==> src/source/dispatch_settings.svh <==
// Dispatch stage settings for widths, slot count and back-end queue sizes.
`ifndef DISPATCH_SETTINGS_SVH
`define DISPATCH_SETTINGS_SVH

// number of instructions renamed and dispatched per cycle.
`define DISPATCH_WIDTH 4

// one mask bit per in-flight branch checkpoint.
`define CHECKPOINTS 8
`define CHECKPOINTS_LOG 3

`define SIZE_PC 32
`define SIZE_OPCODE 8
`define SIZE_IMMEDIATE 16

// logical and physical register tag widths.
`define SIZE_RMT_LOG 5
`define SIZE_PHYSICAL_LOG 7

// back-end queue capacities.
`define SIZE_ISSUEQ 32
`define SIZE_ISSUEQ_LOG 5

`define SIZE_ACTIVELIST 64
`define SIZE_ACTIVELIST_LOG 6

`define SIZE_LSQ 16
`define SIZE_LSQ_LOG 4

`endif

==> src/source/dispatchPkg.sv <==
// Dispatch package with the renamed and back-end packet formats and mask helper.
`include "dispatch_settings.svh"

package dispatchPkg;

  typedef logic [`CHECKPOINTS-1:0] branchMask_t;

  // one renamed instruction as it leaves the rename stage.
  typedef struct packed {
    logic [`SIZE_PC-1:0]           pc;
    logic [`SIZE_OPCODE-1:0]       opcode;
    logic [`SIZE_IMMEDIATE-1:0]    immediate;
    logic [`SIZE_RMT_LOG-1:0]      logDest;
    logic [`SIZE_PHYSICAL_LOG-1:0] phySrc1;
    logic [`SIZE_PHYSICAL_LOG-1:0] phySrc2;
    logic [`SIZE_PHYSICAL_LOG-1:0] phyDest;
    logic [`SIZE_PHYSICAL_LOG-1:0] oldPhyDest;
    logic                          hasDest;
    logic                          isLoad;
    logic                          isStore;
    branchMask_t                   branchMask;
    logic [`CHECKPOINTS_LOG-1:0]   checkpointId;
  } renamedPkt_t;

  // issue queue entry; the logical destination stays behind.
  typedef struct packed {
    logic [`SIZE_PC-1:0]           pc;
    logic [`SIZE_OPCODE-1:0]       opcode;
    logic [`SIZE_IMMEDIATE-1:0]    immediate;
    logic [`SIZE_PHYSICAL_LOG-1:0] phySrc1;
    logic [`SIZE_PHYSICAL_LOG-1:0] phySrc2;
    logic [`SIZE_PHYSICAL_LOG-1:0] phyDest;
    logic [`SIZE_PHYSICAL_LOG-1:0] oldPhyDest;
    logic                          hasDest;
    logic                          isLoad;
    logic                          isStore;
    branchMask_t                   branchMask;
    logic [`CHECKPOINTS_LOG-1:0]   checkpointId;
  } issuePkt_t;

  // active list entry, enough to retire or roll back the mapping.
  typedef struct packed {
    logic                          isLoad;
    logic                          isStore;
    logic [`SIZE_PC-1:0]           pc;
    logic [`SIZE_RMT_LOG-1:0]      logDest;
    logic [`SIZE_PHYSICAL_LOG-1:0] oldPhyDest;
    logic [`SIZE_PHYSICAL_LOG-1:0] phyDest;
    logic                          hasDest;
  } alPkt_t;

  typedef struct packed {
    branchMask_t branchMask;
    logic        isStore;
    logic        isLoad;
  } lsqPkt_t;

  typedef renamedPkt_t [`DISPATCH_WIDTH-1:0] renamedBundle_t;
  typedef issuePkt_t   [`DISPATCH_WIDTH-1:0] issueBundle_t;
  typedef alPkt_t      [`DISPATCH_WIDTH-1:0] alBundle_t;
  typedef lsqPkt_t     [`DISPATCH_WIDTH-1:0] lsqBundle_t;

  // a control instruction resolved correctly and frees its checkpoint.
  typedef struct packed {
    logic                        verified;
    logic [`CHECKPOINTS_LOG-1:0] checkpointId;
  } ctrlVerify_t;

  // drops the verified checkpoint from a branch mask.
  function automatic branchMask_t clearVerifiedBit(branchMask_t mask, ctrlVerify_t verify);
    branchMask_t result;
    result = mask;
    if (verify.verified) begin
      result[verify.checkpointId] = 1'b0;
    end
    return result;
  endfunction

endpackage

==> src/source/dispatchPacketSplit.sv <==
// Dispatch packet splitter that forms issue queue, active list and LSQ packets per slot.
`timescale 1ns/1ps
`include "dispatch_settings.svh"

module dispatchPacketSplit (
  input  dispatchPkg::renamedBundle_t latchedBundle_i,
  input  dispatchPkg::ctrlVerify_t    ctrlVerify_i,
  output dispatchPkg::issueBundle_t   issueqBundle_o,
  output dispatchPkg::alBundle_t      alBundle_o,
  output dispatchPkg::lsqBundle_t     lsqBundle_o
);

  import dispatchPkg::*;

  always_comb begin : splitSlots
    branchMask_t slotMask;
    renamedPkt_t pkt;

    for (int slot = 0; slot < `DISPATCH_WIDTH; slot++) begin
      pkt = latchedBundle_i[slot];

      // a branch that verifies in this very cycle must not reach the back end
      // still marked in the mask.
      slotMask = clearVerifiedBit(pkt.branchMask, ctrlVerify_i);

      issueqBundle_o[slot].pc           = pkt.pc;
      issueqBundle_o[slot].opcode       = pkt.opcode;
      issueqBundle_o[slot].immediate    = pkt.immediate;
      issueqBundle_o[slot].phySrc1      = pkt.phySrc1;
      issueqBundle_o[slot].phySrc2      = pkt.phySrc2;
      issueqBundle_o[slot].phyDest      = pkt.phyDest;
      issueqBundle_o[slot].oldPhyDest   = pkt.oldPhyDest;
      issueqBundle_o[slot].hasDest      = pkt.hasDest;
      issueqBundle_o[slot].isLoad       = pkt.isLoad;
      issueqBundle_o[slot].isStore      = pkt.isStore;
      issueqBundle_o[slot].branchMask   = slotMask;
      issueqBundle_o[slot].checkpointId = pkt.checkpointId;

      // the active list keeps both mappings so it can free or restore a tag.
      alBundle_o[slot].isLoad     = pkt.isLoad;
      alBundle_o[slot].isStore    = pkt.isStore;
      alBundle_o[slot].pc         = pkt.pc;
      alBundle_o[slot].logDest    = pkt.logDest;
      alBundle_o[slot].oldPhyDest = pkt.oldPhyDest;
      alBundle_o[slot].phyDest    = pkt.phyDest;
      alBundle_o[slot].hasDest    = pkt.hasDest;

      lsqBundle_o[slot].branchMask = slotMask;
      lsqBundle_o[slot].isStore    = pkt.isStore;
      lsqBundle_o[slot].isLoad     = pkt.isLoad;
    end
  end

endmodule

==> src/source/dispatchSpaceCheck.sv <==
// Dispatch space check that stalls the front end when a back-end queue would overflow.
`timescale 1ns/1ps
`include "dispatch_settings.svh"

module dispatchSpaceCheck (
  input  dispatchPkg::renamedBundle_t   latchedBundle_i,
  input  logic [`SIZE_LSQ_LOG:0]        loadQueueCnt_i,
  input  logic [`SIZE_LSQ_LOG:0]        storeQueueCnt_i,
  input  logic [`SIZE_ISSUEQ_LOG:0]     issueQueueCnt_i,
  input  logic [`SIZE_ACTIVELIST_LOG:0] activeListCnt_i,
  output logic                          stallFrontEnd_o
);

  import dispatchPkg::*;

  localparam int CNT_W = $clog2(`DISPATCH_WIDTH + 1);

  logic [CNT_W-1:0]                loadCnt;
  logic [CNT_W-1:0]                storeCnt;
  logic [`SIZE_LSQ_LOG+1:0]        loadTotal;
  logic [`SIZE_LSQ_LOG+1:0]        storeTotal;
  logic [`SIZE_ISSUEQ_LOG+1:0]     issueTotal;
  logic [`SIZE_ACTIVELIST_LOG+1:0] alTotal;

  // loads and stores each take one entry in their own half of the LSQ.
  always_comb begin
    loadCnt  = '0;
    storeCnt = '0;
    for (int slot = 0; slot < `DISPATCH_WIDTH; slot++) begin
      loadCnt  = loadCnt + CNT_W'(latchedBundle_i[slot].isLoad);
      storeCnt = storeCnt + CNT_W'(latchedBundle_i[slot].isStore);
    end
  end

  // sums are one bit wider than the counts, so they cannot wrap.
  assign loadTotal  = (`SIZE_LSQ_LOG+2)'(loadQueueCnt_i) + (`SIZE_LSQ_LOG+2)'(loadCnt);
  assign storeTotal = (`SIZE_LSQ_LOG+2)'(storeQueueCnt_i) + (`SIZE_LSQ_LOG+2)'(storeCnt);

  // every slot needs an issue queue and active list entry, used or not.
  assign issueTotal = (`SIZE_ISSUEQ_LOG+2)'(issueQueueCnt_i)
                    + (`SIZE_ISSUEQ_LOG+2)'(`DISPATCH_WIDTH);
  assign alTotal    = (`SIZE_ACTIVELIST_LOG+2)'(activeListCnt_i)
                    + (`SIZE_ACTIVELIST_LOG+2)'(`DISPATCH_WIDTH);

  assign stallFrontEnd_o = (loadTotal > `SIZE_LSQ)
                         | (storeTotal > `SIZE_LSQ)
                         | (issueTotal > `SIZE_ISSUEQ)
                         | (alTotal > `SIZE_ACTIVELIST);

endmodule

==> src/source/dispatchTop.sv <==
// Dispatch stage top level joining the rename latch, space check and packet splitter.
`timescale 1ns/1ps
`include "dispatch_settings.svh"

module dispatchTop (
  input  logic                          clk,
  input  logic                          rst_i,
  input  logic                          renameReady_i,
  input  dispatchPkg::renamedBundle_t   renamedBundle_i,
  input  logic                          flagRecoverEX_i,
  input  dispatchPkg::ctrlVerify_t      ctrlVerify_i,
  input  logic [`SIZE_LSQ_LOG:0]        loadQueueCnt_i,
  input  logic [`SIZE_LSQ_LOG:0]        storeQueueCnt_i,
  input  logic [`SIZE_ISSUEQ_LOG:0]     issueQueueCnt_i,
  input  logic [`SIZE_ACTIVELIST_LOG:0] activeListCnt_i,
  output dispatchPkg::issueBundle_t     issueqBundle_o,
  output dispatchPkg::alBundle_t        alBundle_o,
  output dispatchPkg::lsqBundle_t       lsqBundle_o,
  output logic                          backEndReady_o,
  output logic                          stallFrontEnd_o
);

  import dispatchPkg::*;

  renamedBundle_t latchedBundle;
  logic           latchedValid;
  logic           stallFrontEnd;

  // the bundle leaves when it is valid, fits, and no recovery is under way.
  assign backEndReady_o  = latchedValid & ~stallFrontEnd & ~flagRecoverEX_i;
  assign stallFrontEnd_o = stallFrontEnd;

  renameDispatchLatch latch (
    .clk             (clk),
    .rst_i           (rst_i),
    .renameReady_i   (renameReady_i),
    .renamedBundle_i (renamedBundle_i),
    .dispatchFire_i  (backEndReady_o),
    .flagRecoverEX_i (flagRecoverEX_i),
    .ctrlVerify_i    (ctrlVerify_i),
    .latchedBundle_o (latchedBundle),
    .latchedValid_o  (latchedValid)
  );

  dispatchSpaceCheck spaceCheck (
    .latchedBundle_i (latchedBundle),
    .loadQueueCnt_i  (loadQueueCnt_i),
    .storeQueueCnt_i (storeQueueCnt_i),
    .issueQueueCnt_i (issueQueueCnt_i),
    .activeListCnt_i (activeListCnt_i),
    .stallFrontEnd_o (stallFrontEnd)
  );

  dispatchPacketSplit packetSplit (
    .latchedBundle_i (latchedBundle),
    .ctrlVerify_i    (ctrlVerify_i),
    .issueqBundle_o  (issueqBundle_o),
    .alBundle_o      (alBundle_o),
    .lsqBundle_o     (lsqBundle_o)
  );

endmodule

==> src/source/renameDispatchLatch.sv <==
// Rename to dispatch pipeline latch that holds a bundle and keeps its masks current.
`timescale 1ns/1ps
`include "dispatch_settings.svh"

module renameDispatchLatch (
  input  logic                       clk,
  input  logic                       rst_i,
  input  logic                       renameReady_i,
  input  dispatchPkg::renamedBundle_t renamedBundle_i,
  input  logic                       dispatchFire_i,
  input  logic                       flagRecoverEX_i,
  input  dispatchPkg::ctrlVerify_t   ctrlVerify_i,
  output dispatchPkg::renamedBundle_t latchedBundle_o,
  output logic                       latchedValid_o
);

  import dispatchPkg::*;

  renamedBundle_t heldBundle;
  logic           heldValid;
  logic           loadEnable;

  // the latch takes a new bundle when it is empty or its bundle leaves this cycle.
  assign loadEnable = ~heldValid | dispatchFire_i;

  // a recovery squashes whatever is waiting, whether or not it could dispatch.
  always_ff @(posedge clk) begin
    if (rst_i || flagRecoverEX_i) begin
      heldValid <= 1'b0;
    end else if (loadEnable) begin
      heldValid <= renameReady_i;
    end
  end

  // while the bundle waits on back-end space, a branch may resolve.
  // Its checkpoint bit is cleared in place so the bundle no longer depends on it.
  always_ff @(posedge clk) begin
    if (loadEnable) begin
      heldBundle <= renamedBundle_i;
    end else begin
      for (int slot = 0; slot < `DISPATCH_WIDTH; slot++) begin
        heldBundle[slot].branchMask <=
          clearVerifiedBit(heldBundle[slot].branchMask, ctrlVerify_i);
      end
    end
  end

  assign latchedBundle_o = heldBundle;
  assign latchedValid_o  = heldValid;

endmodule

==> config.mk <==
export PLATFORM = sky130hd
export DESIGN_NAME = dispatchTop
export DESIGN_NICKNAME = d
export VERILOG_FILES = /design/src/source/dispatchPkg.sv /design/src/source/dispatchPacketSplit.sv /design/src/source/dispatchSpaceCheck.sv /design/src/source/dispatchTop.sv /design/src/source/renameDispatchLatch.sv
export VERILOG_INCLUDE_DIRS = /design/src /design/src/source
export SDC_FILE = /design/constraint.sdc
export NUM_CORES = 1
export LEC_CHECK = 0
export BUFFER_PORTS_ARGS = -buffer_cell sky130_fd_sc_hd__buf_4
export CORE_AREA = 2 2 421 423
export CTS_BUF_LIST = sky130_fd_sc_hd__clkbuf_8
export DETAILED_ROUTE_END_ITERATION = 16
export DIE_AREA = 0 0 423 425
export PLACE_DENSITY = 0.34
export REMOVE_ABC_BUFFERS = 1
export SLEW_MARGIN = 20
export SYNTH_ARGS = -nofsm -noshare
export SYNTH_HDL_FRONTEND = slang
export SYNTH_SLANG_ARGS = --single-unit
==> constraint.sdc <==
create_clock -name clk -period 24.4 [get_ports clk]
set_input_delay 0 -clock clk [delete_from_list [all_inputs] [get_ports clk]]
set_output_delay 0 -clock clk [all_outputs]
set_load 0.02 [all_outputs]
==> results of run 1 <==
==> sequential cells by signal, indices dropped and copies added (netlist names) <==
register,cells
latch.latchedValid_o,1
latch.latchedBundle_o,412
==> layer usage <==
layer  up-vias  global-route usage, %  share of wire [%]
li1       6235                      -                  -
met1      7074                   16.5                 42
met2       683                   21.3                 47
met3       220                   4.30                7.6
met4        58                   3.45                2.4
met5         -                      0               0.30
==> kinds of logic (layout without fill, tap and decap cells) <==
logic type | Yosys count | count (layout) | share of synthesized area (%)
compound gates | 10 | 10 | 0.354
xor+xnor | 4 | 4 | 0.195
fa+ha+maj | 14 | 14 | 1.14
buf+inv | 638 | 2082 | 26.5
flops | 413 | 413 | 67.0
mux | 34 | 34 | 2.72
other cells | 0 | 27 | 0
simple gates | 64 | 64 | 2.11
==> path summary, 6_finish.rpt <==
kind,from,to,slack [ns],cells past startpoint
min reg2reg,latch.latchedBundle_o[215],latch.latchedBundle_o[215],0.85,2
max,latch.latchedBundle_o[11],latch.latchedBundle_o[251],18.25,16
max reg2reg,latch.latchedBundle_o[11],latch.latchedBundle_o[251],18.25,16
min,renamedBundle_i[11],latch.latchedBundle_o[11],0.09,2
==> where the power goes <==
| group | internal (mW) | switching (mW) |
|---|---|---|
| Combinational | 0.240 | 0.256 |
| Sequential | 0.833 | 0.0363 |
| Clock | 0.398 | 0.371 |
==> Yosys cell counts <==
cell type | number | area, µm²
inv_1 | 18 | 67.6
o21ai_0 | 3 | 15.0
buf_12 | 3 | 60.1
o21ai_1 | 1 | 5.00
and2_1 | 24 | 150
nor3_1 | 4 | 20.0
xnor2_1 | 4 | 35.0
fa_1 | 4 | 80.1
a21oi_1 | 2 | 10.0
nand2b_1 | 2 | 12.5
mux2_4 | 29 | 435
nor2_1 | 1 | 3.75
or2_2 | 1 | 6.26
o31a_1 | 1 | 8.76
a22o_1 | 1 | 8.76
o2111ai_1 | 1 | 8.76
nand4_1 | 2 | 12.5
nand3_1 | 8 | 40.0
edfxtp_1 | 380 | 11400
dfxtp_1 | 33 | 661
buf_6 | 1 | 11.3
nor3b_2 | 1 | 12.5
nor2b_1 | 13 | 81.3
nor3b_1 | 3 | 22.5
mux2_2 | 3 | 33.8
nand2_1 | 5 | 18.8
ha_1 | 10 | 125
buf_4 | 616 | 4620
mux2i_1 | 2 | 20.0
a211oi_1 | 1 | 7.51
==> stage by stage <==
step | setup slack, ns | utilization [%] | power, mW | cells | hold slack, ns
final | 18.25 | 19.6 | 2.13 | 4988 | 0.0879
after CTS | 18.07 | 19.6 | 2.19 | 4961 | 0.000382
after global routing | 17.76 | 19.6 | 2.23 | 4978 | 0.0315
after detailed placement | 18.03 | 14.0 | 1.27 | 3995 | 0.179
after floorplan | 12.74 | - | 1.01 | 557 | 0.0728
after global placement | 18.05 | 14.0 | 1.27 | 3995 | 0.178
==> timing repair <==
item,CTS,global route
hold buffers,813,0
gates resized for setup,0,0
endpoints found under the hold margin,413,0
==> layout by cell type, fill, tap and decap left out, types with 2 or more instances in the layout <==
cell type,instances
mux2i_1,2
diode_2,27
inv_1,46
bufinv_16,5
buf_4,1098
clkbuf_8,90
dfxtp_1,33
nand3_1,8
nand4_1,2
nand2_1,5
mux2_4,29
o21ai_0,3
and2_1,24
xnor2_1,4
mux2_2,3
inv_12,3
nor3b_1,3
nor3_1,4
ha_1,10
inv_8,3
clkinv_1,13
clkinv_2,9
edfxtp_1,380
nand2b_1,2
a21oi_1,2
fa_1,4
dlygate4sd3_1,813
nor2b_1,13
==> cell type report <==
type                            instances  area [µm²]
Clock inverter                         63         440
Antenna cell                           27        67.6
Fill cell                           19227      141000
Inverter                               18        75.1
Timing Repair Buffer                 1911       16400
Clock buffer                           90        1240
Sequential cell                       413       12100
Tap cell                             2340        2930
Multi-Input combinational cell        126        1170
==> impl_metrics.csv, run 1 <==
group,metric,value,unit
outcome,status,"complete, no violations",
detailed_routing,drt.antenna.violating_nets,0,
run,drv_cap,0,
placement,dp_hpwl,104000,µm
placement,gp_congestion,0.883,
floorplan,coreArea,0.175,mm²
timing,setup_viol,0,
global_routing,grt_pass1_wl,151000,µm
setup_path,critical_path.max_fanout,94,
final_layout,final_area,0.0344,mm²
detailed_routing,drc,0,
global_routing,grt_pass1_vias,14444,
logic_synthesis,yosys_warnings,0,
logic_synthesis,ys_seq_area_share,67.0,%
setup_path,arrival,6.55,ns
power,power.density,62.1,mW/mm²
power,ir_drop,0.0320,mV
timing,slew_headroom,30.6,%
clocking,clock_path_buffers,3,
setup_path,end_kind,"flip-flop",
detailed_routing,wire_per_inst,24.7,µm
final_layout,layout-drive-gt1-share,47.5,%
logic_synthesis,synth_cell_types,30,
global_routing,grt_overflow,0,
setup_path,crit_family,"buffers and inverters",
floorplan,initial_utilization,10.3,%
timing,fin_crit_sh,25.2,%
logic_synthesis,avgSynthCellArea,15.3,µm²
timing,hold_viol,0,
setup_path,critPathBufInv,7,
timing,setup_tns,0,ns
power,p_leak,14.4,nW
detailed_routing,vias_per_cell,2.86,
floorplan,io_pins,1093,
clocking,cts-root-buf,"clkbuf_8",
floorplan,die_area,0.180,mm²
timing,fin_crit,6.15,ns
clocking,cts_setup_buffers,0,
setup_path,crit_chain,"ha_1 > inv_1 > fa_1 > inv_1 > ha_1 > inv_1 > fa_1 > xnor2_1 > nor3_1 > mux2i_1 > a22o_1 > o31a_2 > buf_4 > inv_8 > buf_4 > buf_4",
placement,placed_area,0.0245,mm²
timing,fmax,0.163,GHz
setup_path,crit_type,"flip-flop to flip-flop",
setup_path,cpPeakStageDelay,0.90,ns
logic_synthesis,synth_area,0.0180,mm²
detailed_routing,vias,14270,
setup_path,crit_slowest_cell,"buf_4",
clocking,clk_pin_slew,0.06,ns
global_routing,antenna_found_initial,86,
detailed_routing,first_pass_iters,5,
timing,rsz0062_at_grt,"no",
worst_hold_path,hold_class,"input port to flip-flop",
final_layout,nets,3016,
setup_path,start_kind,"flip-flop",
timing,drv_slew,0,
placement,portBuffers,1092,
clocking,cts_tree,"yes",
clocking,insertion_delay,0.81,ns
clocking,cts_inserted_buffers,89,
clocking,clock_sinks,413,
setup_path,critPathRequiredTime,24.80,ns
logic_synthesis,synth_seq_cells,413,
floorplan,die_w,423,µm
global_routing,grtUsageTotal,13.1,%
timing,worst_pin_slew,1.04,ns
global_routing,grt_max_degree,95,
clocking,htree_levels,3,
logic_synthesis,netlist_instances,1177,
floorplan,std_cell_rows,154,
floorplan,die_h,425,µm
detailed_routing,drt_iter0_drc,905,
final_layout,area_growth,90.9,%
timing,fin_worst_skew,0.0604,ns
detailed_routing,wl,123000,µm
Power figures use the tool's default switching activity.
==> run 2: changes to the inputs <==
Settings changed: CORE_AREA 2 2 421 423 to 2 2 422 424, DIE_AREA 0 0 423 425 to 0 0 424 426.
Clock period 24.4 ns to 6.1 ns, I/O delays scaled along.
==> run 2 against run 1 <==
Effect of this change: the flow now stops in clock tree synthesis (4_1_cts); area after synthesis unchanged; synthesized cell count unchanged.
==> impl_metrics.csv, run 2 <==
group,metric,value,unit
logic_synthesis,avgSynthCellArea,15.3,µm²
placement,portBuffers,1092,
outcome,status,"stopped before the end",
clocking,hold_buffers,833,
logic_synthesis,synth_top_family_by_area,"buffers and inverters",
logic_synthesis,yosysMostFrequentCell,"buf_4",
logic_synthesis,yosys_warnings,0,
logic_synthesis,synth-compound-area-share,0.354,%
logic_synthesis,synth_async_sr_flop_share,0,%
logic_synthesis,synth_seq_cells,413,
outcome,tool.error,"[ERROR RSZ-0060] Max buffer count reached.",
placement,dp_hpwl,100000,µm
clocking,clock_path_buffers,3,
floorplan,die_w,424,µm
floorplan,die_h,426,µm
placement,dp_slack,1.41,ns
clocking,cts-root-buf,"clkbuf_8",
logic_synthesis,synthMuxAreaShare,2.72,%
placement,gp_congestion,0.927,
logic_synthesis,synth_common_cells,"buf_4 (616), edfxtp_1 (380), dfxtp_1 (33)",
logic_synthesis,synth_top_area_share,63.4,%
clocking,htree_levels,3,
logic_synthesis,ys_seq_area_share,67.0,%
logic_synthesis,synth_area,0.0180,mm²
placement,dp.cells,3996,
logic_synthesis,synth_cell_types,30,
floorplan,std_cell_rows,154,
logic_synthesis,yosys.area_share.simple,2.11,%
clocking,cts_inserted_buffers,89,
logic_synthesis,ys.flop_type,"edfxtp_1",
floorplan,initial_utilization,10.2,%
logic_synthesis,synthAdderAreaFrac,1.14,%
outcome,stop_stage,"clock tree synthesis (4_1_cts)",
clocking,clock_sinks,413,
floorplan,io_pins,1093,
logic_synthesis,synth-xor-area-share,0.195,%
logic_synthesis,synth_top_area_cell,"edfxtp_1",
logic_synthesis,synthTopCellsByArea,"edfxtp_1 (63%), buf_4 (26%), dfxtp_1 (3.7%)",
clocking,cts_setup_buffers,0,
logic_synthesis,synth_enable_flop_cells,380,
logic_synthesis,netlist_instances,1177,
clocking,cts_resized,0,
## run 2: cell counts after synthesis
Identical to the previous run, type by type.
## run 2: stage by stage
stage / utilization [%] / setup TNS (ns) / instance area (µm²)
after detailed placement: 14.0 / 0 / 24500
after floorplan: - / -2113.12 / 13300
after global placement: 14.0 / 0 / 24500
## run 2: cells by family after synthesis
group                    Yosys count
flip-flops                       413
XOR/XNOR                           4
buffers and inverters            638
adder cells (fa/ha/maj)           14
AO/OA/AOI/OAI                     10
AND/OR/NAND/NOR                   64
multiplexers                      34
==> run 3: changes to the inputs <==
Settings changed: CTS_BUF_LIST sky130_fd_sc_hd__clkbuf_8 to not set, PLACE_DENSITY 0.34 to not set, PLACE_DENSITY_LB_ADDON set to 0.15.
==> run 3 against run 2 <==
Effect of this change: the flow now finishes without violations.
==> impl_metrics.csv, run 3 (synthesis results as in run 1) <==
group,metric,value,unit
setup_path,crit_type,"flip-flop to flip-flop",
setup_path,critPathRequiredTime,6.62,ns
timing,fin_worst_skew,0.0353,ns
outcome,status,"complete, no violations",
setup_path,end_kind,"flip-flop",
floorplan,die_w,424,µm
detailed_routing,drt.antenna.violating_nets,0,
clocking,insertion_delay,0.66,ns
timing,drv_slew,0,
clocking,cts-root-buf,"clkbuf_16",
clocking,clk_pin_slew,0.06,ns
power,seq_power_share,41.0,%
placement,gp_congestion,0.867,
setup_path,crit_path_start,"latch.latchedBundle_o[11]",
timing,fmax,0.221,GHz
detailed_routing,drt_iter0_drc,511,
floorplan,die_h,426,µm
power,p_int,6.09,mW
timing,hold_viol,0,
final_layout,final_cell_mix,"buf_4 (1101), dlygate4sd3_1 (510), edfxtp_1 (380)",
final_layout,area_growth,75.2,%
global_routing,grt_pass1_vias,13254,
floorplan,die_area,0.181,mm²
clocking,cts_tree,"yes",
timing,rsz0062_at_grt,"no",
clocking,clock_path_buffers,3,
setup_path,arrival,5.05,ns
floorplan,std_cell_rows,154,
clocking,cts_resized,0,
final_layout,layout-drive-gt1-share,53.5,%
power,comb_power_share,20.2,%
clocking,cts_inserted_buffers,56,
clocking,htree_levels,2,
run,drv_cap,0,
power,power_switching,2.47,mW
clocking,clock_sinks,413,
setup_path,start_kind,"flip-flop",
global_routing,grt_pass1_wl,127000,µm
placement,dp.cells,4002,
setup_path,reg2reg_depth,15,
global_routing,grtUsageTotal,10.5,%
floorplan,io_pins,1093,
worst_hold_path,holdPathStages,2,
power,power.density,271,mW/mm²
global_routing,grt_max_degree,76,
detailed_routing,wl,101000,µm
floorplan,initial_utilization,10.2,%
placement,dp_hpwl,85100,µm
power,clock_power_share,38.8,%
detailed_routing,vias_per_cell,2.70,
final_layout,final_common_cell,"buf_4",
placement,portBuffers,1092,
timing,setup_viol,0,
detailed_routing,wire_per_inst,21.9,µm
worst_hold_path,hold_class,"input port to flip-flop",
power,switching_share,28.8,%
setup_path,critical_path.max_fanout,32,
timing,fin_crit,4.53,ns
global_routing,antenna_found_initial,39,
final_layout,largest_reg_flops,412,
final_layout,nets,2687,
detailed_routing,vias,12522,
clocking,cts_setup_buffers,0,
detailed_routing,drc,0,
setup_path,r2r_start,"latch.latchedBundle_o[11]",
setup_path,rrSetupSlack,1.57,ns
timing,slew_headroom,35.5,%
power,total_power,8.55,mW
power,ir_drop,0.190,mV
global_routing,grt_overflow,0,
power,p_leak,13.1,nW
worst_hold_path,worstHoldStart,"renamedBundle_i[136]",
timing,fin_crit_sh,74.3,%
detailed_routing,first_pass_iters,5,
timing,worst_pin_slew,0.966,ns
final_layout,final_cells,4632,
floorplan,coreArea,0.176,mm²
run 3: cell type report:
cell class              instances  area [µm²]
well taps                    2340        2930
repair buffers               1615       13500
diodes                         15        37.5
clock inverters                37         348
clock buffers                  68        1470
flip-flops and latches        413       12100
inverters                      18        75.1
fillers                     19350      144000
multi-input cells             126        1170
run 3: final timing paths:
kind                                      to
setup / recovery  latch.latchedBundle_o[211]
hold reg to reg     latch.latchedBundle_o[6]
hold / removal    latch.latchedBundle_o[136]
setup reg to reg  latch.latchedBundle_o[211]
run 3: worst max-delay path, stage by stage, from the launching register on:
cell           delay, ns
edfxtp_1            0.46
ha_1                0.32
inv_1               0.06
fa_1                0.41
inv_1               0.07
ha_1                0.15
inv_1               0.06
fa_1                0.40
xnor2_1             0.23
nor3b_2             0.07
mux2i_1             0.15
a22o_1              0.19
o31a_2              0.21
buf_4               0.58
mux2_4              0.35
dlygate4sd3_1       0.56
run 3: power groups by stage:
stage / Sequential [mW] / Combinational, mW / Clock (mW)
6_report: 3.50 / 1.73 / 3.32
2_1_floorplan: 3.86 / 0.194 / 0
4_1_cts: 3.51 / 1.77 / 3.50
5_1_grt: 3.52 / 1.81 / 3.57
3_5_place_dp: 3.56 / 1.46 / 0
3_3_place_gp: 3.57 / 1.47 / 0
run 3: stage by stage:
stage	hold WS (ns)	worst slack, ns	cell area, µm²	TNS (ns)	utilization [%]
floorplan	0.0728	-5.56	13300	-2113.12	-
global placement	0.178	1.69	24600	0	14.0
detailed placement	0.179	1.66	24600	0	14.0
CTS	0.0000973	1.56	31500	0	17.9
global route	0.0256	1.27	31500	0	17.9
finish	0.0776	1.57	31600	0	18.0
run 3: metal layers:
| metal | global-route usage [%] | routed length [µm] |
|---|---|---|
| met1 | 13.4 | 42400 |
| met2 | 17.7 | 49900 |
| met3 | 2.87 | 7150 |
| met4 | 2.35 | 1770 |
| met5 | 0 | 139 |
run 3: timing repair:
item | 4_1_cts | 5_1_grt
endpoints found under the setup margin | 0 | 0
hold buffers | 510 | 0
endpoints found under the hold margin | 413 | 0
==> run 4: changes to the inputs <==
Clock period 6.1 ns to 4.39 ns, I/O delays scaled along.
==> run 4 against run 3 <==
Effect of this change: wire length is 0.89% lower; highest routed layer unchanged; clock-buffer cell count shrank 2; register-to-register slack lost 1.2 ns; total power rose by 34%; utilization fell by 0.070 points; final cell count decreased by 0.15%; worst setup slack got worse by 1.2 ns; non-clock buffer count unchanged; design area is 0.39% lower; global-route usage is 0.063 points lower; combinational power increased by 40%; sequential share of layout area rose by 0.15 points.
==> impl_metrics.csv, run 4 (synthesis results as in run 1) <==
group,metric,value,unit
detailed_routing,wl,100000,µm
power,p_leak,13.1,nW
floorplan,initial_utilization,10.2,%
global_routing,grt_overflow,0,
floorplan,io_pins,1093,
clocking,clock_sinks,413,
final_layout,layout-drive-gt1-share,54.3,%
detailed_routing,vias,12424,
final_layout,final_cells,4625,
setup_path,critical_path.max_fanout,26,
detailed_routing,wire_per_inst,21.7,µm
global_routing,grtUsageTotal,10.5,%
worst_hold_path,hold_class,"input port to flip-flop",
placement,dp.cells,4021,
final_layout,final_common_cell,"buf_4",
placement,dp_slack,0.371,ns
clocking,clk_pin_slew,0.06,ns
power,total_power,11.5,mW
final_layout,multi_input_area,0.00117,mm²
outcome,status,"complete, no violations",
timing,fin_worst_skew,0.0442,ns
clocking,insertion_delay,0.66,ns
setup_path,crit_path_start,"latch.latchedBundle_o[12]",
placement,portBuffers,1092,
clocking,cts_setup_buffers,0,
timing,worst_pin_slew,0.754,ns
final_layout,largest_reg_flops,412,
setup_path,r2r_start,"latch.latchedBundle_o[12]",
timing,drv_slew,0,
placement,dp_hpwl,86200,µm
final_layout,nFillCells,19307,
clocking,hold_buffers,491,
setup_path,start_kind,"flip-flop",
timing,hold_viol,0,
worst_hold_path,worstHoldStart,"renamedBundle_i[158]",
power,ir_drop,0.215,mV
setup_path,end_kind,"flip-flop",
setup_path,crit_type,"flip-flop to flip-flop",
placement,gp_congestion,0.855,
clocking,cts_resized,0,
clocking,cts_inserted_buffers,54,
floorplan,std_cell_rows,154,
timing,rsz0062_at_grt,"no",
floorplan,die_area,0.181,mm²
floorplan,coreArea,0.176,mm²
detailed_routing,vias_per_cell,2.69,
detailed_routing,drt.antenna.violating_nets,0,
timing,fin_crit_sh,92.1,%
floorplan,die_w,424,µm
clocking,cts_tree,"yes",
clocking,cts-root-buf,"clkbuf_16",
setup_path,arrival,4.37,ns
floorplan,die_h,426,µm
clocking,htree_levels,2,
global_routing,grt_pass1_wl,126000,µm
power,power.density,365,mW/mm²
final_layout,seqCellArea,0.0121,mm²
timing,fmax,0.247,GHz
final_layout,area_growth,74.5,%
run,drv_cap,0,
global_routing,antenna_found_initial,53,
global_routing,grt_max_degree,42,
detailed_routing,drc,0,
final_layout,final_cell_mix,"buf_4 (1111), dlygate4sd3_1 (491), edfxtp_1 (380)",
timing,finalWorstSetupSlack,0.346,ns
setup_path,critPathRequiredTime,4.71,ns
timing,setup_viol,0,
global_routing,grt_pass1_vias,13135,
timing,fin_crit,4.04,ns
clocking,clock_path_buffers,3,
timing,slew_headroom,49.7,%
final_layout,nets,2685,
detailed_routing,drt_iter0_drc,652,
detailed_routing,first_pass_iters,4,
[run 4: cell types whose count changed in the layout (fill, tap and decap cells not counted), moves of 2 or more]
| cell | delta |
|---|---|
| buf_12 | +9 |
| clkinv_2 | +2 |
| bufinv_16 | -3 |
| clkinvlp_4 | -2 |
| buf_4 | +10 |
| diode_2 | +3 |
| clkinv_1 | -5 |
| clkbuf_16 | -3 |
| dlygate4sd3_1 | -19 |
[run 4: path summary, 6_finish.rpt]
check / endpoint / slack [ns] / cells after the start
worst max register to register: latch.latchedBundle_o[205] / 0.35 / 15
worst min-delay path: latch.latchedBundle_o[158] / 0.08 / 2
worst min register to register: latch.latchedBundle_o[109] / 0.68 / 2
worst max-delay path: latch.latchedBundle_o[205] / 0.35 / 15
[run 4: worst max-delay path, stage by stage (launching register included)]
cell      delay, ns
edfxtp_1       0.45
ha_1           0.32
inv_1          0.07
fa_1           0.40
inv_1          0.07
ha_1           0.18
inv_1          0.07
fa_1           0.40
xnor2_1        0.17
nor3b_1        0.21
mux2i_1        0.11
a22o_1         0.20
o31a_2         0.35
inv_8          0.17
buf_12         0.26
buf_12         0.23
[run 4: routing by layer]
| layer | up-vias | global-route usage, % | routed length [µm] |
|---|---|---|---|
| li1 | 5555 | - | - |
| met1 | 6194 | 13.2 | 41600 |
| met2 | 532 | 17.6 | 49800 |
| met3 | 117 | 2.86 | 7130 |
| met4 | 26 | 2.40 | 1750 |
| met5 | - | 0 | 173 |
[run 4: layout make-up]
class	count	share of cell area, %
Inverter	18	0.239
Timing Repair Buffer	1615	43.0
Tap cell	2340	9.32
Sequential cell	413	38.4
Clock buffer	66	4.44
Multi-Input combinational cell	126	3.74
Clock inverter	29	0.713
Antenna cell	18	0.143
[run 4: power breakdown]
| part | switching, mW | internal (mW) | total [mW] |
|---|---|---|---|
| clock | 1.84 | 2.37 | 4.21 |
| combinational | 1.25 | 1.17 | 2.42 |
| sequential | 0.223 | 4.62 | 4.85 |
| total | 3.31 | 8.16 | 11.5 |
[run 4: through the flow]
stage | util (%) | setup TNS, ns | hold slack [ns] | instance area (µm²)
floorplan | - | -2763.90 | 0.0728 | 13300
global placement | 14.1 | 0 | 0.178 | 24900
detailed placement | 14.1 | 0 | 0.179 | 24900
CTS | 17.9 | 0 | 0.00000561 | 31400
global route | 17.9 | 0 | 0.0246 | 31400
finish | 17.9 | 0 | 0.0789 | 31400
